$ cat src/verilog/sample_pkg.sv
// Sample record and UART frame constants
package sample_pkg;

    // Sequence counter width, wraps at 2**SEQ_W
    localparam int SEQ_W = 8;

    // Marks the start of every four-byte frame
    localparam logic [7:0] FRAME_SYNC = 8'hA5;

    // One sensor reading as it travels through the FIFO
    typedef struct packed {
        // Raw sensor word, high byte first on the wire
        logic [15:0]      data;
        // Tag for spotting gaps on the host side
        logic [SEQ_W-1:0] seq;
    } sample_t;

endpackage

$ cat src/verilog/spi_bus_pkg.sv
// Constants and records for the sensor SPI link
package spi_bus_pkg;

    // Command byte, then high and low data bytes
    localparam int SPI_BYTES_PER_READ = 3;

    // Sensor register read opcode, MSB sets the read flag
    localparam logic [7:0] READ_CMD = 8'h8F;

    // One request to the SPI master
    typedef struct packed {
        // Bytes held under a single chip select
        logic [1:0] count;
        // Sent in byte 0, later bytes shift out zeros
        logic [7:0] tx_byte;
    } spi_xfer_t;

endpackage
$ cat src/verilog/sensor_bridge_top.sv
`timescale 1ns/1ns

module sensor_bridge_top import spi_bus_pkg::*; import sample_pkg::*; #(
    parameter int CLK_DIV       = 4,
    parameter int SAMPLE_PERIOD = 2000,
    parameter int FIFO_DEPTH    = 4,
    parameter int CLKS_PER_BIT  = 104
) (
    input  logic clk,
    input  logic i_rst,
    output logic o_spi_sclk,
    output logic o_spi_cs_n,
    output logic o_spi_mosi,
    input  logic i_spi_miso,
    output logic o_uart_tx
);
    // Acquirer to SPI master
    logic       spi_start;
    spi_xfer_t  spi_xfer;
    logic       spi_ready;
    logic       rx_valid;
    logic [7:0] rx_byte;
    logic [1:0] rx_index;
    logic       spi_done;

    // Acquirer to FIFO, credits back
    logic       push;
    sample_t    push_sample;
    logic       credit;

    // FIFO head to sender
    logic       head_valid;
    sample_t    head_sample;
    logic       pop;

    spi_master #(
        .CLK_DIV(CLK_DIV)
    ) u_spi_master (
        .clk       (clk),
        .i_rst     (i_rst),
        .i_start   (spi_start),
        .i_xfer    (spi_xfer),
        .o_ready   (spi_ready),
        .o_rx_valid(rx_valid),
        .o_rx_byte (rx_byte),
        .o_rx_index(rx_index),
        .o_done    (spi_done),
        .o_spi_sclk(o_spi_sclk),
        .o_spi_mosi(o_spi_mosi),
        .o_spi_cs_n(o_spi_cs_n),
        .i_spi_miso(i_spi_miso)
    );

    sample_acquirer #(
        .SAMPLE_PERIOD(SAMPLE_PERIOD),
        .FIFO_DEPTH   (FIFO_DEPTH)
    ) u_sample_acquirer (
        .clk        (clk),
        .i_rst      (i_rst),
        .o_spi_start(spi_start),
        .o_spi_xfer (spi_xfer),
        .i_spi_ready(spi_ready),
        .i_rx_valid (rx_valid),
        .i_rx_byte  (rx_byte),
        .i_rx_index (rx_index),
        .i_spi_done (spi_done),
        .o_push     (push),
        .o_sample   (push_sample),
        .i_credit   (credit)
    );

    credit_fifo #(
        .DEPTH    (FIFO_DEPTH),
        .T_PAYLOAD(sample_t)
    ) u_credit_fifo (
        .clk     (clk),
        .i_rst   (i_rst),
        .i_push  (push),
        .i_data  (push_sample),
        .o_valid (head_valid),
        .o_data  (head_sample),
        .i_pop   (pop),
        .o_credit(credit)
    );

    frame_sender #(
        .CLKS_PER_BIT(CLKS_PER_BIT)
    ) u_frame_sender (
        .clk      (clk),
        .i_rst    (i_rst),
        .i_valid  (head_valid),
        .i_sample (head_sample),
        .o_pop    (pop),
        .o_uart_tx(o_uart_tx)
    );

endmodule

$ cat src/verilog/frame_sender.sv
`timescale 1ns/1ns

module frame_sender import sample_pkg::*; #(
    parameter int CLKS_PER_BIT = 16
) (
    input  logic    clk,
    input  logic    i_rst,
    input  logic    i_valid,
    input  sample_t i_sample,
    output logic    o_pop,
    output logic    o_uart_tx
);
    typedef enum logic [1:0] {S_IDLE, S_LOAD, S_SEND} state_t;

    state_t     state;
    sample_t    sample_q;
    // 0 sync, 1 seq, 2 data high, 3 data low
    logic [1:0] byte_idx;
    logic [7:0] tx_byte;
    logic       tx_start;
    logic       tx_busy;

    // Next byte goes out as soon as the transmitter frees up
    assign tx_start = (state == S_SEND) && !tx_busy;

    always_comb begin
        case (byte_idx)
            2'd0:    tx_byte = FRAME_SYNC;
            2'd1:    tx_byte = 8'(sample_q.seq);
            2'd2:    tx_byte = sample_q.data[15:8];
            default: tx_byte = sample_q.data[7:0];
        endcase
    end

    always_ff @(posedge clk) begin
        if (i_rst) begin
            state    <= S_IDLE;
            byte_idx <= '0;
            o_pop    <= 1'b0;
        end else begin
            o_pop <= 1'b0;
            case (state)
                S_IDLE: begin
                    if (i_valid) begin
                        o_pop <= 1'b1;
                        state <= S_LOAD;
                    end
                end
                S_LOAD: begin
                    byte_idx <= '0;
                    state    <= S_SEND;
                end
                default: begin
                    if (tx_start) begin
                        byte_idx <= byte_idx + 2'd1;
                        // Low byte started, frame handed off
                        if (byte_idx == 2'd3) begin
                            state <= S_IDLE;
                        end
                    end
                end
            endcase
        end
    end

    // Head sample is taken in the pop cycle
    always_ff @(posedge clk) begin
        if (o_pop) begin
            sample_q <= i_sample;
        end
    end

    uart_tx #(
        .CLKS_PER_BIT(CLKS_PER_BIT)
    ) u_uart_tx (
        .clk    (clk),
        .i_rst  (i_rst),
        .i_start(tx_start),
        .i_byte (tx_byte),
        .o_busy (tx_busy),
        .o_tx   (o_uart_tx)
    );

endmodule

$ cat src/verilog/credit_fifo.sv
`timescale 1ns/1ns

module credit_fifo #(
    parameter int  DEPTH     = 4,
    parameter type T_PAYLOAD = logic [7:0]
) (
    input  logic     clk,
    input  logic     i_rst,
    input  logic     i_push,
    input  T_PAYLOAD i_data,
    output logic     o_valid,
    output T_PAYLOAD o_data,
    input  logic     i_pop,
    output logic     o_credit
);
    localparam int PTR_W = (DEPTH > 1) ? $clog2(DEPTH) : 1;
    localparam int CNT_W = $clog2(DEPTH + 1);

    T_PAYLOAD         mem [DEPTH];
    logic [PTR_W-1:0] wr_ptr;
    logic [PTR_W-1:0] rd_ptr;
    logic [CNT_W-1:0] count;
    logic             do_pop;

    // Wrap at DEPTH, which need not be a power of two
    function automatic logic [PTR_W-1:0] next_ptr(input logic [PTR_W-1:0] ptr);
        return (ptr == PTR_W'(DEPTH - 1)) ? '0 : ptr + 1'b1;
    endfunction

    assign o_valid  = (count != '0);
    // Head is read straight from the array
    assign o_data   = mem[rd_ptr];
    assign do_pop   = i_pop && o_valid;
    // Freed slot goes back to the producer in the pop cycle
    assign o_credit = do_pop;

    always_ff @(posedge clk) begin
        if (i_push) begin
            mem[wr_ptr] <= i_data;
        end
    end

    always_ff @(posedge clk) begin
        if (i_rst) begin
            wr_ptr <= '0;
            rd_ptr <= '0;
            count  <= '0;
        end else begin
            if (i_push) begin
                wr_ptr <= next_ptr(wr_ptr);
            end
            if (do_pop) begin
                rd_ptr <= next_ptr(rd_ptr);
            end
            count <= count + CNT_W'(i_push) - CNT_W'(do_pop);
        end
    end

    // Producer credit accounting keeps pushes within the free slots
    a_no_overflow: assert property (
        @(posedge clk) disable iff (i_rst) i_push |-> count != CNT_W'(DEPTH));
    // Consumer pops only against valid
    a_no_underflow: assert property (
        @(posedge clk) disable iff (i_rst) i_pop |-> o_valid);

endmodule

$ cat src/verilog/sample_acquirer.sv
`timescale 1ns/1ns

module sample_acquirer import spi_bus_pkg::*; import sample_pkg::*; #(
    parameter int SAMPLE_PERIOD = 1000,
    parameter int FIFO_DEPTH    = 4
) (
    input  logic       clk,
    input  logic       i_rst,
    output logic       o_spi_start,
    output spi_xfer_t  o_spi_xfer,
    input  logic       i_spi_ready,
    input  logic       i_rx_valid,
    input  logic [7:0] i_rx_byte,
    input  logic [1:0] i_rx_index,
    input  logic       i_spi_done,
    output logic       o_push,
    output sample_t    o_sample,
    input  logic       i_credit
);
    localparam int TMR_W = (SAMPLE_PERIOD > 1) ? $clog2(SAMPLE_PERIOD) : 1;
    localparam int CR_W  = $clog2(FIFO_DEPTH + 1);

    typedef enum logic [1:0] {S_WAIT, S_READ, S_PUSH} state_t;

    state_t           state;
    logic [TMR_W-1:0] timer;
    logic             timer_done;
    // Free FIFO slots as seen from here
    logic [CR_W-1:0]  credits;
    logic [SEQ_W-1:0] seq_cnt;
    logic [15:0]      data_q;

    assign timer_done = (timer == '0);
    // Credit checked up front so the push never stalls
    assign o_spi_start = (state == S_WAIT) && timer_done && i_spi_ready
                         && (credits != '0);
    assign o_spi_xfer  = '{count: 2'(SPI_BYTES_PER_READ), tx_byte: READ_CMD};

    always_ff @(posedge clk) begin
        if (i_rst) begin
            state   <= S_WAIT;
            timer   <= '0;
            credits <= CR_W'(FIFO_DEPTH);
            seq_cnt <= '0;
            o_push  <= 1'b0;
        end else begin
            o_push <= 1'b0;
            // Period counts from each read start
            if (o_spi_start) begin
                timer <= TMR_W'(SAMPLE_PERIOD - 1);
            end else if (!timer_done) begin
                timer <= timer - 1'b1;
            end
            case (state)
                S_WAIT: begin
                    if (o_spi_start) begin
                        state <= S_READ;
                    end
                end
                S_READ: begin
                    if (i_spi_done) begin
                        o_push <= 1'b1;
                        state  <= S_PUSH;
                    end
                end
                default: begin
                    // Extra cycle lets the credit count settle before the next start
                    state <= S_WAIT;
                end
            endcase
            if (o_push) begin
                seq_cnt <= seq_cnt + 1'b1;
            end
            credits <= credits - CR_W'(o_push) + CR_W'(i_credit);
        end
    end

    // Assemble the word, byte 0 is clocked in during the command and dropped
    always_ff @(posedge clk) begin
        if (i_rx_valid && i_rx_index == 2'd1) begin
            data_q[15:8] <= i_rx_byte;
        end
        if (i_rx_valid && i_rx_index == 2'd2) begin
            data_q[7:0] <= i_rx_byte;
        end
        if (state == S_READ && i_spi_done) begin
            o_sample <= '{data: data_q, seq: seq_cnt};
        end
    end

    // FIFO must never return more credits than it has slots
    a_credit_max: assert property (
        @(posedge clk) disable iff (i_rst) credits <= CR_W'(FIFO_DEPTH));
    a_credit_min: assert property (
        @(posedge clk) disable iff (i_rst) o_push |-> credits != '0);

endmodule

$ cat src/verilog/spi_master.sv
`timescale 1ns/1ns

module spi_master import spi_bus_pkg::*; #(
    parameter int CLK_DIV = 4
) (
    input  logic       clk,
    input  logic       i_rst,
    input  logic       i_start,
    input  spi_xfer_t  i_xfer,
    output logic       o_ready,
    output logic       o_rx_valid,
    output logic [7:0] o_rx_byte,
    output logic [1:0] o_rx_index,
    output logic       o_done,
    output logic       o_spi_sclk,
    output logic       o_spi_mosi,
    output logic       o_spi_cs_n,
    input  logic       i_spi_miso
);
    localparam int DIV_W = (CLK_DIV > 1) ? $clog2(CLK_DIV) : 1;

    typedef enum logic [1:0] {S_IDLE, S_SHIFT, S_TAIL, S_DONE} state_t;

    state_t           state;
    logic [DIV_W-1:0] div_cnt;
    logic             half_tick;
    // Counts sclk toggles, two per bit
    logic [5:0]       edge_cnt;
    logic [5:0]       last_edge;
    logic [1:0]       byte_cnt;
    logic [7:0]       tx_shift;
    logic [7:0]       rx_shift;
    logic [2:0]       bit_cnt;
    logic [1:0]       byte_idx;
    // High for the cycle after sclk went high
    logic             sclk_rose;

    assign o_ready   = (state == S_IDLE);
    assign half_tick = (div_cnt == DIV_W'(CLK_DIV - 1));
    // 16 toggles per byte
    assign last_edge = {byte_cnt, 4'b0000} - 6'd1;

    // Sequencing, sclk and chip select
    always_ff @(posedge clk) begin
        if (i_rst) begin
            state      <= S_IDLE;
            div_cnt    <= '0;
            edge_cnt   <= '0;
            sclk_rose  <= 1'b0;
            o_done     <= 1'b0;
            o_spi_cs_n <= 1'b1;
            o_spi_sclk <= 1'b0;
            o_spi_mosi <= 1'b0;
        end else begin
            o_done    <= 1'b0;
            sclk_rose <= 1'b0;
            case (state)
                S_IDLE: begin
                    if (i_start) begin
                        // Mode 0, first bit must be on MOSI before the first rise
                        o_spi_cs_n <= 1'b0;
                        o_spi_mosi <= i_xfer.tx_byte[7];
                        div_cnt    <= '0;
                        edge_cnt   <= '0;
                        state      <= S_SHIFT;
                    end
                end
                S_SHIFT: begin
                    div_cnt <= half_tick ? '0 : div_cnt + 1'b1;
                    if (half_tick) begin
                        o_spi_sclk <= ~o_spi_sclk;
                        sclk_rose  <= ~o_spi_sclk;
                        edge_cnt   <= edge_cnt + 6'd1;
                        // Falling edge moves the next bit out
                        if (o_spi_sclk) begin
                            o_spi_mosi <= tx_shift[6];
                        end
                        if (edge_cnt == last_edge) begin
                            state <= S_TAIL;
                        end
                    end
                end
                S_TAIL: begin
                    // Hold CS low one more half period after the last fall
                    div_cnt <= half_tick ? '0 : div_cnt + 1'b1;
                    if (half_tick) begin
                        o_spi_cs_n <= 1'b1;
                        state      <= S_DONE;
                    end
                end
                default: begin
                    o_done <= 1'b1;
                    state  <= S_IDLE;
                end
            endcase
        end
    end

    // Bit and byte position in the receive stream
    always_ff @(posedge clk) begin
        if (i_rst) begin
            bit_cnt    <= '0;
            byte_idx   <= '0;
            o_rx_valid <= 1'b0;
        end else begin
            o_rx_valid <= 1'b0;
            if (state == S_IDLE && i_start) begin
                bit_cnt  <= '0;
                byte_idx <= '0;
            end else if (sclk_rose) begin
                bit_cnt <= bit_cnt + 3'd1;
                if (bit_cnt == 3'd7) begin
                    o_rx_valid <= 1'b1;
                    byte_idx   <= byte_idx + 2'd1;
                end
            end
        end
    end

    // Shift registers and received byte
    always_ff @(posedge clk) begin
        if (state == S_IDLE && i_start) begin
            tx_shift <= i_xfer.tx_byte;
            byte_cnt <= i_xfer.count;
        end else if (state == S_SHIFT && half_tick && o_spi_sclk) begin
            // Zero fill, so the data bytes send zeros on MOSI
            tx_shift <= {tx_shift[6:0], 1'b0};
        end
        if (sclk_rose) begin
            rx_shift <= {rx_shift[6:0], i_spi_miso};
            if (bit_cnt == 3'd7) begin
                o_rx_byte  <= {rx_shift[6:0], i_spi_miso};
                o_rx_index <= byte_idx;
            end
        end
    end

    // Caller must wait for ready
    a_start_when_ready: assert property (
        @(posedge clk) disable iff (i_rst) i_start |-> o_ready);

endmodule

$ cat src/verilog/uart_tx.sv
`timescale 1ns/1ns

module uart_tx #(
    parameter int CLKS_PER_BIT = 16
) (
    input  logic       clk,
    input  logic       i_rst,
    input  logic       i_start,
    input  logic [7:0] i_byte,
    output logic       o_busy,
    output logic       o_tx
);
    localparam int CNT_W = (CLKS_PER_BIT > 1) ? $clog2(CLKS_PER_BIT) : 1;

    logic             active;
    logic [CNT_W-1:0] clk_cnt;
    // Bits still to go after the one on the line
    logic [3:0]       bits_left;
    // Data LSB first, stop bit on top
    logic [8:0]       shift_q;
    logic             bit_end;
    logic             frame_end;
    logic             load;

    assign bit_end   = (clk_cnt == CNT_W'(CLKS_PER_BIT - 1));
    assign frame_end = active && bit_end && (bits_left == 4'd0);
    // Free during the last stop-bit cycle so frames can abut
    assign o_busy    = active && !frame_end;
    assign load      = i_start && !o_busy;

    always_ff @(posedge clk) begin
        if (i_rst) begin
            active    <= 1'b0;
            clk_cnt   <= '0;
            bits_left <= '0;
            o_tx      <= 1'b1;
        end else if (load) begin
            // Start bit
            active    <= 1'b1;
            clk_cnt   <= '0;
            bits_left <= 4'd9;
            o_tx      <= 1'b0;
        end else if (active) begin
            clk_cnt <= bit_end ? '0 : clk_cnt + 1'b1;
            if (bit_end) begin
                if (bits_left == 4'd0) begin
                    active <= 1'b0;
                end else begin
                    o_tx      <= shift_q[0];
                    bits_left <= bits_left - 4'd1;
                end
            end
        end
    end

    always_ff @(posedge clk) begin
        if (load) begin
            shift_q <= {1'b1, i_byte};
        end else if (active && bit_end) begin
            shift_q <= {1'b1, shift_q[8:1]};
        end
    end

    a_no_start_busy: assert property (
        @(posedge clk) disable iff (i_rst) i_start |-> !o_busy);

endmodule

$ cat config.mk
export PLATFORM = sky130hd
export DESIGN_NAME = sensor_bridge_top
export DESIGN_NICKNAME = d
export VERILOG_FILES = /design/src/verilog/sample_pkg.sv /design/src/verilog/spi_bus_pkg.sv /design/src/verilog/sensor_bridge_top.sv /design/src/verilog/frame_sender.sv /design/src/verilog/credit_fifo.sv /design/src/verilog/sample_acquirer.sv /design/src/verilog/spi_master.sv /design/src/verilog/uart_tx.sv
export SDC_FILE = /design/constraint.sdc
export NUM_CORES = 1
export LEC_CHECK = 0
export BUFFER_PORTS_ARGS = -buffer_cell sky130_fd_sc_hd__buf_2
export CORE_MARGIN = 2
export CORE_UTILIZATION = 50
export CTS_CLUSTER_DIAMETER = 40
export DETAILED_ROUTE_END_ITERATION = 7
export GPL_TIMING_DRIVEN = 1
export PLACE_DENSITY_LB_ADDON = 0.12
export SLEW_MARGIN = 20
export SYNTH_ARGS = -nofsm -noshare
export SYNTH_HDL_FRONTEND = slang
export SYNTH_HIERARCHICAL = 1
export SYNTH_SLANG_ARGS = --single-unit
$ cat constraint.sdc
create_clock -name clk -period 2.26 [get_ports clk]
set_input_delay 0.339 -clock clk [delete_from_list [all_inputs] [get_ports clk]]
set_output_delay 0.339 -clock clk [all_outputs]
set_load 0.05 [all_outputs]
* Word level (Yosys, flattened, before mapping)
Memories as Yosys holds them, arrays and structs flattened. A register that Yosys moved wholly into a read port is not among the register bits.
Cells that the tools add are included.
** Operators by class
- $add $sub $neg :: 15
- Equal/unequal tests :: 26
- Mux-type cells :: 52
- Bitwise operators :: 7
- Reductions and logical operators :: 55
** Operator list (count)
- 2-bit 2-to-1 mux :: 13
- 8-bit case mux with 3 select lines :: 1
- 11-bit 2-to-1 mux :: 2
- 1-bit 2-to-1 mux :: 19
- 2-bit == test, second input constant :: 8
- 4-bit 2-to-1 mux :: 4
- 8-bit 2-to-1 mux :: 2
- 2-bit case mux with 2 select lines :: 4
- 1-bit logical AND :: 15
- 3-bit AND reduction :: 5
- 2-bit nonzero test :: 7
- 6-bit 2-to-1 mux :: 2
- 2-bit != test, second input constant :: 6
- 6-bit case mux with 2 select lines :: 1
- 3-bit nonzero test :: 4
- 2-bit OR reduction :: 6
- 11-bit zero test :: 1
- 11-bit by 1-bit subtractor with 11-bit output, second input constant :: 1
- 2-bit by 1-bit adder with 2-bit output, second input constant :: 5
- 2-bit by 1-bit == test with 1-bit output, second input constant :: 5
- 2-bit AND reduction :: 5
- 3-bit OR reduction :: 3
- 8-bit by 1-bit adder with 8-bit output, second input constant :: 1
- 2-bit zero test :: 4
- other kinds (17) :: 31
** Storage, ports and cells
- Register bits after elaboration :: 143
- Bits in writable memories :: 96
- Input bits :: 3
- Output and inout bits :: 4
- Word-level logic and storage cells :: 193
- Memories kept :: 1
** Memory list
- u_credit_fifo.mem :: depth 4, width 24, read ports 1, clocked after memory_dff 1, write ports 1, RTL line credit_fifo.sv:19 : T_PAYLOAD mem [DEPTH];

* Depth between registers and ports, before layout
- Depth in word-level cells :: 10
- Depth in mapped cells :: 11
- Mapped depth without buffers :: 10

* Cells and area by module
The synthesis kept the hierarchy.
** By module, submodules not included
- credit_fifo :: instances 1, cells each 170, area an instance 3968.8 um^2, seq. area each 3062.9 um^2
- sample_acquirer :: instances 1, cells each 179, area an instance 2471.1 um^2, seq. area each 1701.6 um^2
- spi_master :: instances 1, cells each 156, area an instance 1951.9 um^2, seq. area each 1201.2 um^2
- frame_sender :: instances 1, cells each 77, area an instance 1166.1 um^2, seq. area each 820.8 um^2
- uart_tx :: instances 1, cells each 89, area an instance 1003.5 um^2, seq. area each 500.5 um^2

* Least setup slack after synthesis
No wires, ideal clock.
- Path kind :: register -> register
- Start :: register u_frame_sender.u_uart_tx.bits_left[0]
- End :: register u_frame_sender.u_uart_tx.shift_q[0] (data pin)
- Setup time :: 0.260 ns
- Arrival time :: 2.189 ns
- Required time :: 2.000 ns
- Slack :: -0.188 ns
- Cell stages (with the launch flop) :: 10
- Buffers on the path :: 0
- Period minus slack after synthesis :: 2.448 ns
- Cell sequence :: dfxtp_1 > inv_1 > ha_1 > or3b_4 > o31ai_4 > inv_1 > nand2b_1 > nor2_1 > nand2_4 > mux2_2
** On the way
- Word-level cells in the longest chain between the ends :: 8
** Ends and longest elaborated chain
- start: declaration :: RTL line uart_tx.sv:18 : logic [3:0] bits_left;
- start signal: assignment :: RTL line uart_tx.sv:50 : bits_left <= bits_left - 4'd1;
- 4-bit zero test :: RTL line uart_tx.sv:26 : assign frame_end = active && bit_end && (bits_left == 4'd0);
- 1-bit logical AND :: RTL line uart_tx.sv:26
- 1-bit zero test :: RTL line uart_tx.sv:28 : assign o_busy = active && !frame_end;
- 1-bit logical AND :: RTL line uart_tx.sv:28
- named net u_frame_sender.tx_busy :: RTL line frame_sender.sv:21 : logic tx_busy;
- 1-bit zero test :: RTL line frame_sender.sv:24 : assign tx_start = (state == S_SEND) && !tx_busy;
- 1-bit logical AND :: RTL line frame_sender.sv:24
- named net u_frame_sender.tx_start :: RTL line frame_sender.sv:20 : logic tx_start;
- 1-bit logical AND :: RTL line uart_tx.sv:29 : assign load = i_start && !o_busy;
- 8-bit 2-to-1 mux :: RTL line uart_tx.sv:57 : if (load) begin
- end signal: assignment :: RTL line uart_tx.sv:58 : shift_q <= {1'b1, i_byte};
- end signal: assignment :: RTL line uart_tx.sv:60 : shift_q <= {1'b1, shift_q[8:1]};
- end: declaration :: RTL line uart_tx.sv:20 : logic [8:0] shift_q;
The timed path passes the listed nets, and every way through them passes these cells.
A chain may end at the register's enable or synchronous reset.

* Final worst setup path
- Start :: register u_frame_sender.u_uart_tx.bits_left[1]
- End :: register u_frame_sender.u_uart_tx.shift_q[2] (data pin)
Same word-level chain as after synthesis.

==> run_results.csv <==
group,metric,value,unit
sta,fin_ws,0.0263,ns
cells_and_area,stdcell_area,0.0124,mm²
setup_path,worst_path_most_repeated_cell,"inv_2",
route,drt-initial-drc-count,259,
floorplanning,io_pins,7,
cts,clock_path_buffers,3,
setup_path,crit_slowest_cell,"or3b_4",
setup_path,crit_family,"simple AND/OR/NAND/NOR gates",
setup_path,crit_chain,"inv_2 > ha_4 > or3b_4 > o31ai_4 > inv_2 > nand2b_4 > nor2_4 > nand2_4 > mux2_2",
placed_design,dp_cells,958,
cts,cts-root-buf,"clkbuf_16",
sta,hold_ws,0.0235,ns
cts,htree_levels,2,
setup_path,critPathCaptureType,"register",
synthesis,ys_warn_count,6,
floorplanning,row_count,53,
synthesis,synth-seq-cells,267,
sta,worstMarginPinSlew,0.647,ns
global_routing,grtUsageTotal,16.1,%
synthesis,synth_edf_count,194,
route,first_pass_iters,4,
cells_and_area,fin_cells,1037,
setup_path,critPathRequiredTime,2.51,ns
synthesis,synth-compound-area-share,5.06,%
sta,max_clock_freq,448,MHz
pwr,ir_drop,0.704,mV
cells_and_area,antenna_cells,0,
setup_path,worstSetupPathType,"reg2reg",
sta,finalMaxSlewViolations,0,
global_routing,antenna_found_initial,0,
setup_path,critPathLaunchType,"register",
cts,clk_pin_slew_worst_paths,0.06,ns
setup_path,crit_path_max_incr_delay,0.40,ns
sta,finalSetupViolCount,0,
cts,cts_tree,"done",
route,drc,0,
floorplanning,initial_utilization,50.6,%
placed_design,port_buffers,6,
cts,clk_latency,0.52,ns
flow_run,cap_viol_max_count,0,
pwr,p_per_area,1060,mW/mm²
synthesis,synthCells,671,
synthesis,synthAdderAreaFrac,3.46,%
synthesis,synth_top_family_by_area,"simple AND/OR/NAND/NOR gates",
setup_path,crit_buf_inv,2,
global_routing,first_global_vias,5671,
cells_and_area,layout_commonest_cell,"edfxtp_1",
route,drt-vias-per-instance,5.35,
sta,worst_clock_skew,0.0173,ns
synthesis,synth_xor_xnor_area_share,2.04,%
cells_and_area,drive_gt1_share,24.7,%
cts,hold_buffers,0,
synthesis,synth_mux_area_share,7.97,%
cts,clock_sinks,267,
cells_and_area,layout.nets,763,
synthesis,yosysUniqueCellTypes,74,
cells_and_area,synthToLayoutAreaGrowth,17.2,%
floorplanning,die_h,149,µm
route,drt-total-wl,17300,µm
synthesis,synth_area,0.0106,mm²
sta,finalSetupTns,0,ns
placed_design,gp_congestion,0.766,
synthesis,ys_seq_area_share,69.0,%
sta,period_share,98.8,%
pwr,leakagePower,4.25,nW
global_routing,grt_max_degree,27,
route,wl_per_cell,16.6,µm
sta,finalHoldViolations,0,
placed_design,dp_hpwl,10900,µm
global_routing,grt_pass1_wl,28200,µm
worst_hold_path,hold_path_class,"in2reg",
placed_design,post-place-ws,-0.0417,ns
run_status,status,"completed",
synthesis,synth_top_flop_cell,"edfxtp_1",
route,num_vias,5553,
placed_design,dpl_cell_area,0.0110,mm²
synthesis,synth_area_per_cell,15.7,µm²
sta,rsz0062_at_grt,"yes",
global_routing,gr-total-overflow,0,
floorplanning,die-area,0.0223,mm²
sta,fin_crit,2.23,ns
cts,cts_buffers,39,
setup_path,cp_max_fo,7,
cells_and_area,final_cell_mix,"194 x edfxtp_1, 70 x dfxtp_1, 40 x nor2_1",
floorplanning,core_area,0.0209,mm²
synthesis,yosys.area_share.simple,9.18,%
route,ant_nets,0,
synthesis,async_reset_ff_share,0,%
setup_path,arrival,2.49,ns
sta,slew-limit-headroom,56.7,%
floorplanning,die_x,149,µm
## layout make-up
type,count,area (µm²)
inverters,29,111
fillers,1589,8510
well taps,275,344
flip-flops and latches,267,7290
multi-input cells,352,3040
clock inverters,24,244
clock buffers,47,1030
repair buffers,43,320
## logic make-up after synthesis
logic type | Yosys count
xor gates and xnor gates | 23
DFF | 267
AOI/OAI and AO/OA | 75
adders and majority gates | 28
and+or+nand+nor | 165
buffers and inverters | 61
muxes | 50
other | 2
## where the power goes
part           internal (mW)  switching [mW]
Clock                   3.47            2.27
Combinational          0.805            1.06
Sequential              5.41           0.140
## metrics by stage
stage / util (%) / power (mW)
2_1_floorplan: - / 6.93
3_3_place_gp: 52.6 / 7.28
3_5_place_dp: 52.6 / 7.34
4_1_cts: 58.8 / 13.1
5_1_grt: 59.3 / 13.7
6_report: 59.3 / 13.2
## path summary, 6_finish.rpt
check	end	startpoint	cells past startpoint	slack, ns
max reg2reg	u_frame_sender/u_uart_tx/shift_q[2]	u_frame_sender/u_uart_tx/bits_left[1]	9	0.03
min	u_spi_master/o_rx_byte[0]	i_spi_miso	1	0.02
min reg2reg	u_sample_acquirer/o_sample[16]	u_sample_acquirer/data_q[8]	0	0.42
max	u_frame_sender/u_uart_tx/shift_q[2]	u_frame_sender/u_uart_tx/bits_left[1]	9	0.03
## cells in the mapped netlist (4+ instances only)
| master | instances | area, µm² |
|---|---|---|
| a221o_1 | 5 | 50.1 |
| and2_1 | 6 | 37.5 |
| xnor2_1 | 11 | 96.3 |
| mux4_2 | 20 | 450 |
| xor2_1 | 11 | 96.3 |
| ha_1 | 26 | 325 |
| nand2b_1 | 10 | 62.6 |
| mux2_2 | 18 | 203 |
| dfxtp_1 | 73 | 1460 |
| a31oi_1 | 8 | 50.1 |
| o21ai_0 | 12 | 60.1 |
| or3_1 | 7 | 43.8 |
| a22oi_1 | 4 | 30.0 |
| edfxtp_1 | 194 | 5830 |
| nand2_1 | 24 | 90.1 |
| nor3_1 | 18 | 90.1 |
| inv_1 | 27 | 101 |
| buf_6 | 4 | 45.0 |
| mux4_1 | 4 | 105 |
| clkbuf_1 | 8 | 30.0 |
| nand3_1 | 9 | 45.0 |
| a21oi_1 | 19 | 95.1 |
| nand4_1 | 6 | 37.5 |
| nor2b_1 | 7 | 43.8 |
| nor2_1 | 42 | 158 |
| buf_2 | 8 | 40.0 |
| mux2i_1 | 7 | 70.1 |
| buf_4 | 10 | 75.1 |
| a211oi_1 | 5 | 37.5 |
## per-layer routing
| metal | wire length (µm) | part of all wire, % | global-route usage, % |
|---|---|---|---|
| met3 | 634 | 3.7 | 3.85 |
| met5 | 0 | 0 | 0 |
| met4 | 444 | 2.6 | 6.38 |
| met1 | 7500 | 43 | 20.1 |
| met2 | 8680 | 50 | 27.3 |
## state kept, by name (all words and copies together), names as in the netlist, 3 cells and up, named ones only
| signal | count |
|---|---|
| u_frame_sender/u_uart_tx/shift_q | 8 |
| u_spi_master/rx_shift | 7 |
| u_spi_master/tx_shift | 7 |
| u_credit_fifo/mem | 96 |
| u_sample_acquirer/seq_cnt | 8 |
| u_spi_master/bit_cnt | 3 |
| u_spi_master/o_rx_byte | 8 |
| u_frame_sender/sample_q | 24 |
| u_frame_sender/u_uart_tx/clk_cnt | 7 |
| u_credit_fifo/count | 3 |
| u_sample_acquirer/credits | 3 |
| u_sample_acquirer/data_q | 16 |
| u_sample_acquirer/timer | 11 |
| u_sample_acquirer/o_sample | 24 |
| u_frame_sender/u_uart_tx/bits_left | 4 |
| u_spi_master/edge_cnt | 6 |
## repair_timing
action	4_1_cts	5_1_grt
buffers inserted	0	7
pin swaps	3	4
endpoints found under the setup margin	17	23
resized for setup	3	16
gates cloned	0	1
No activity file was read; power rests on OpenSTA's default activity.
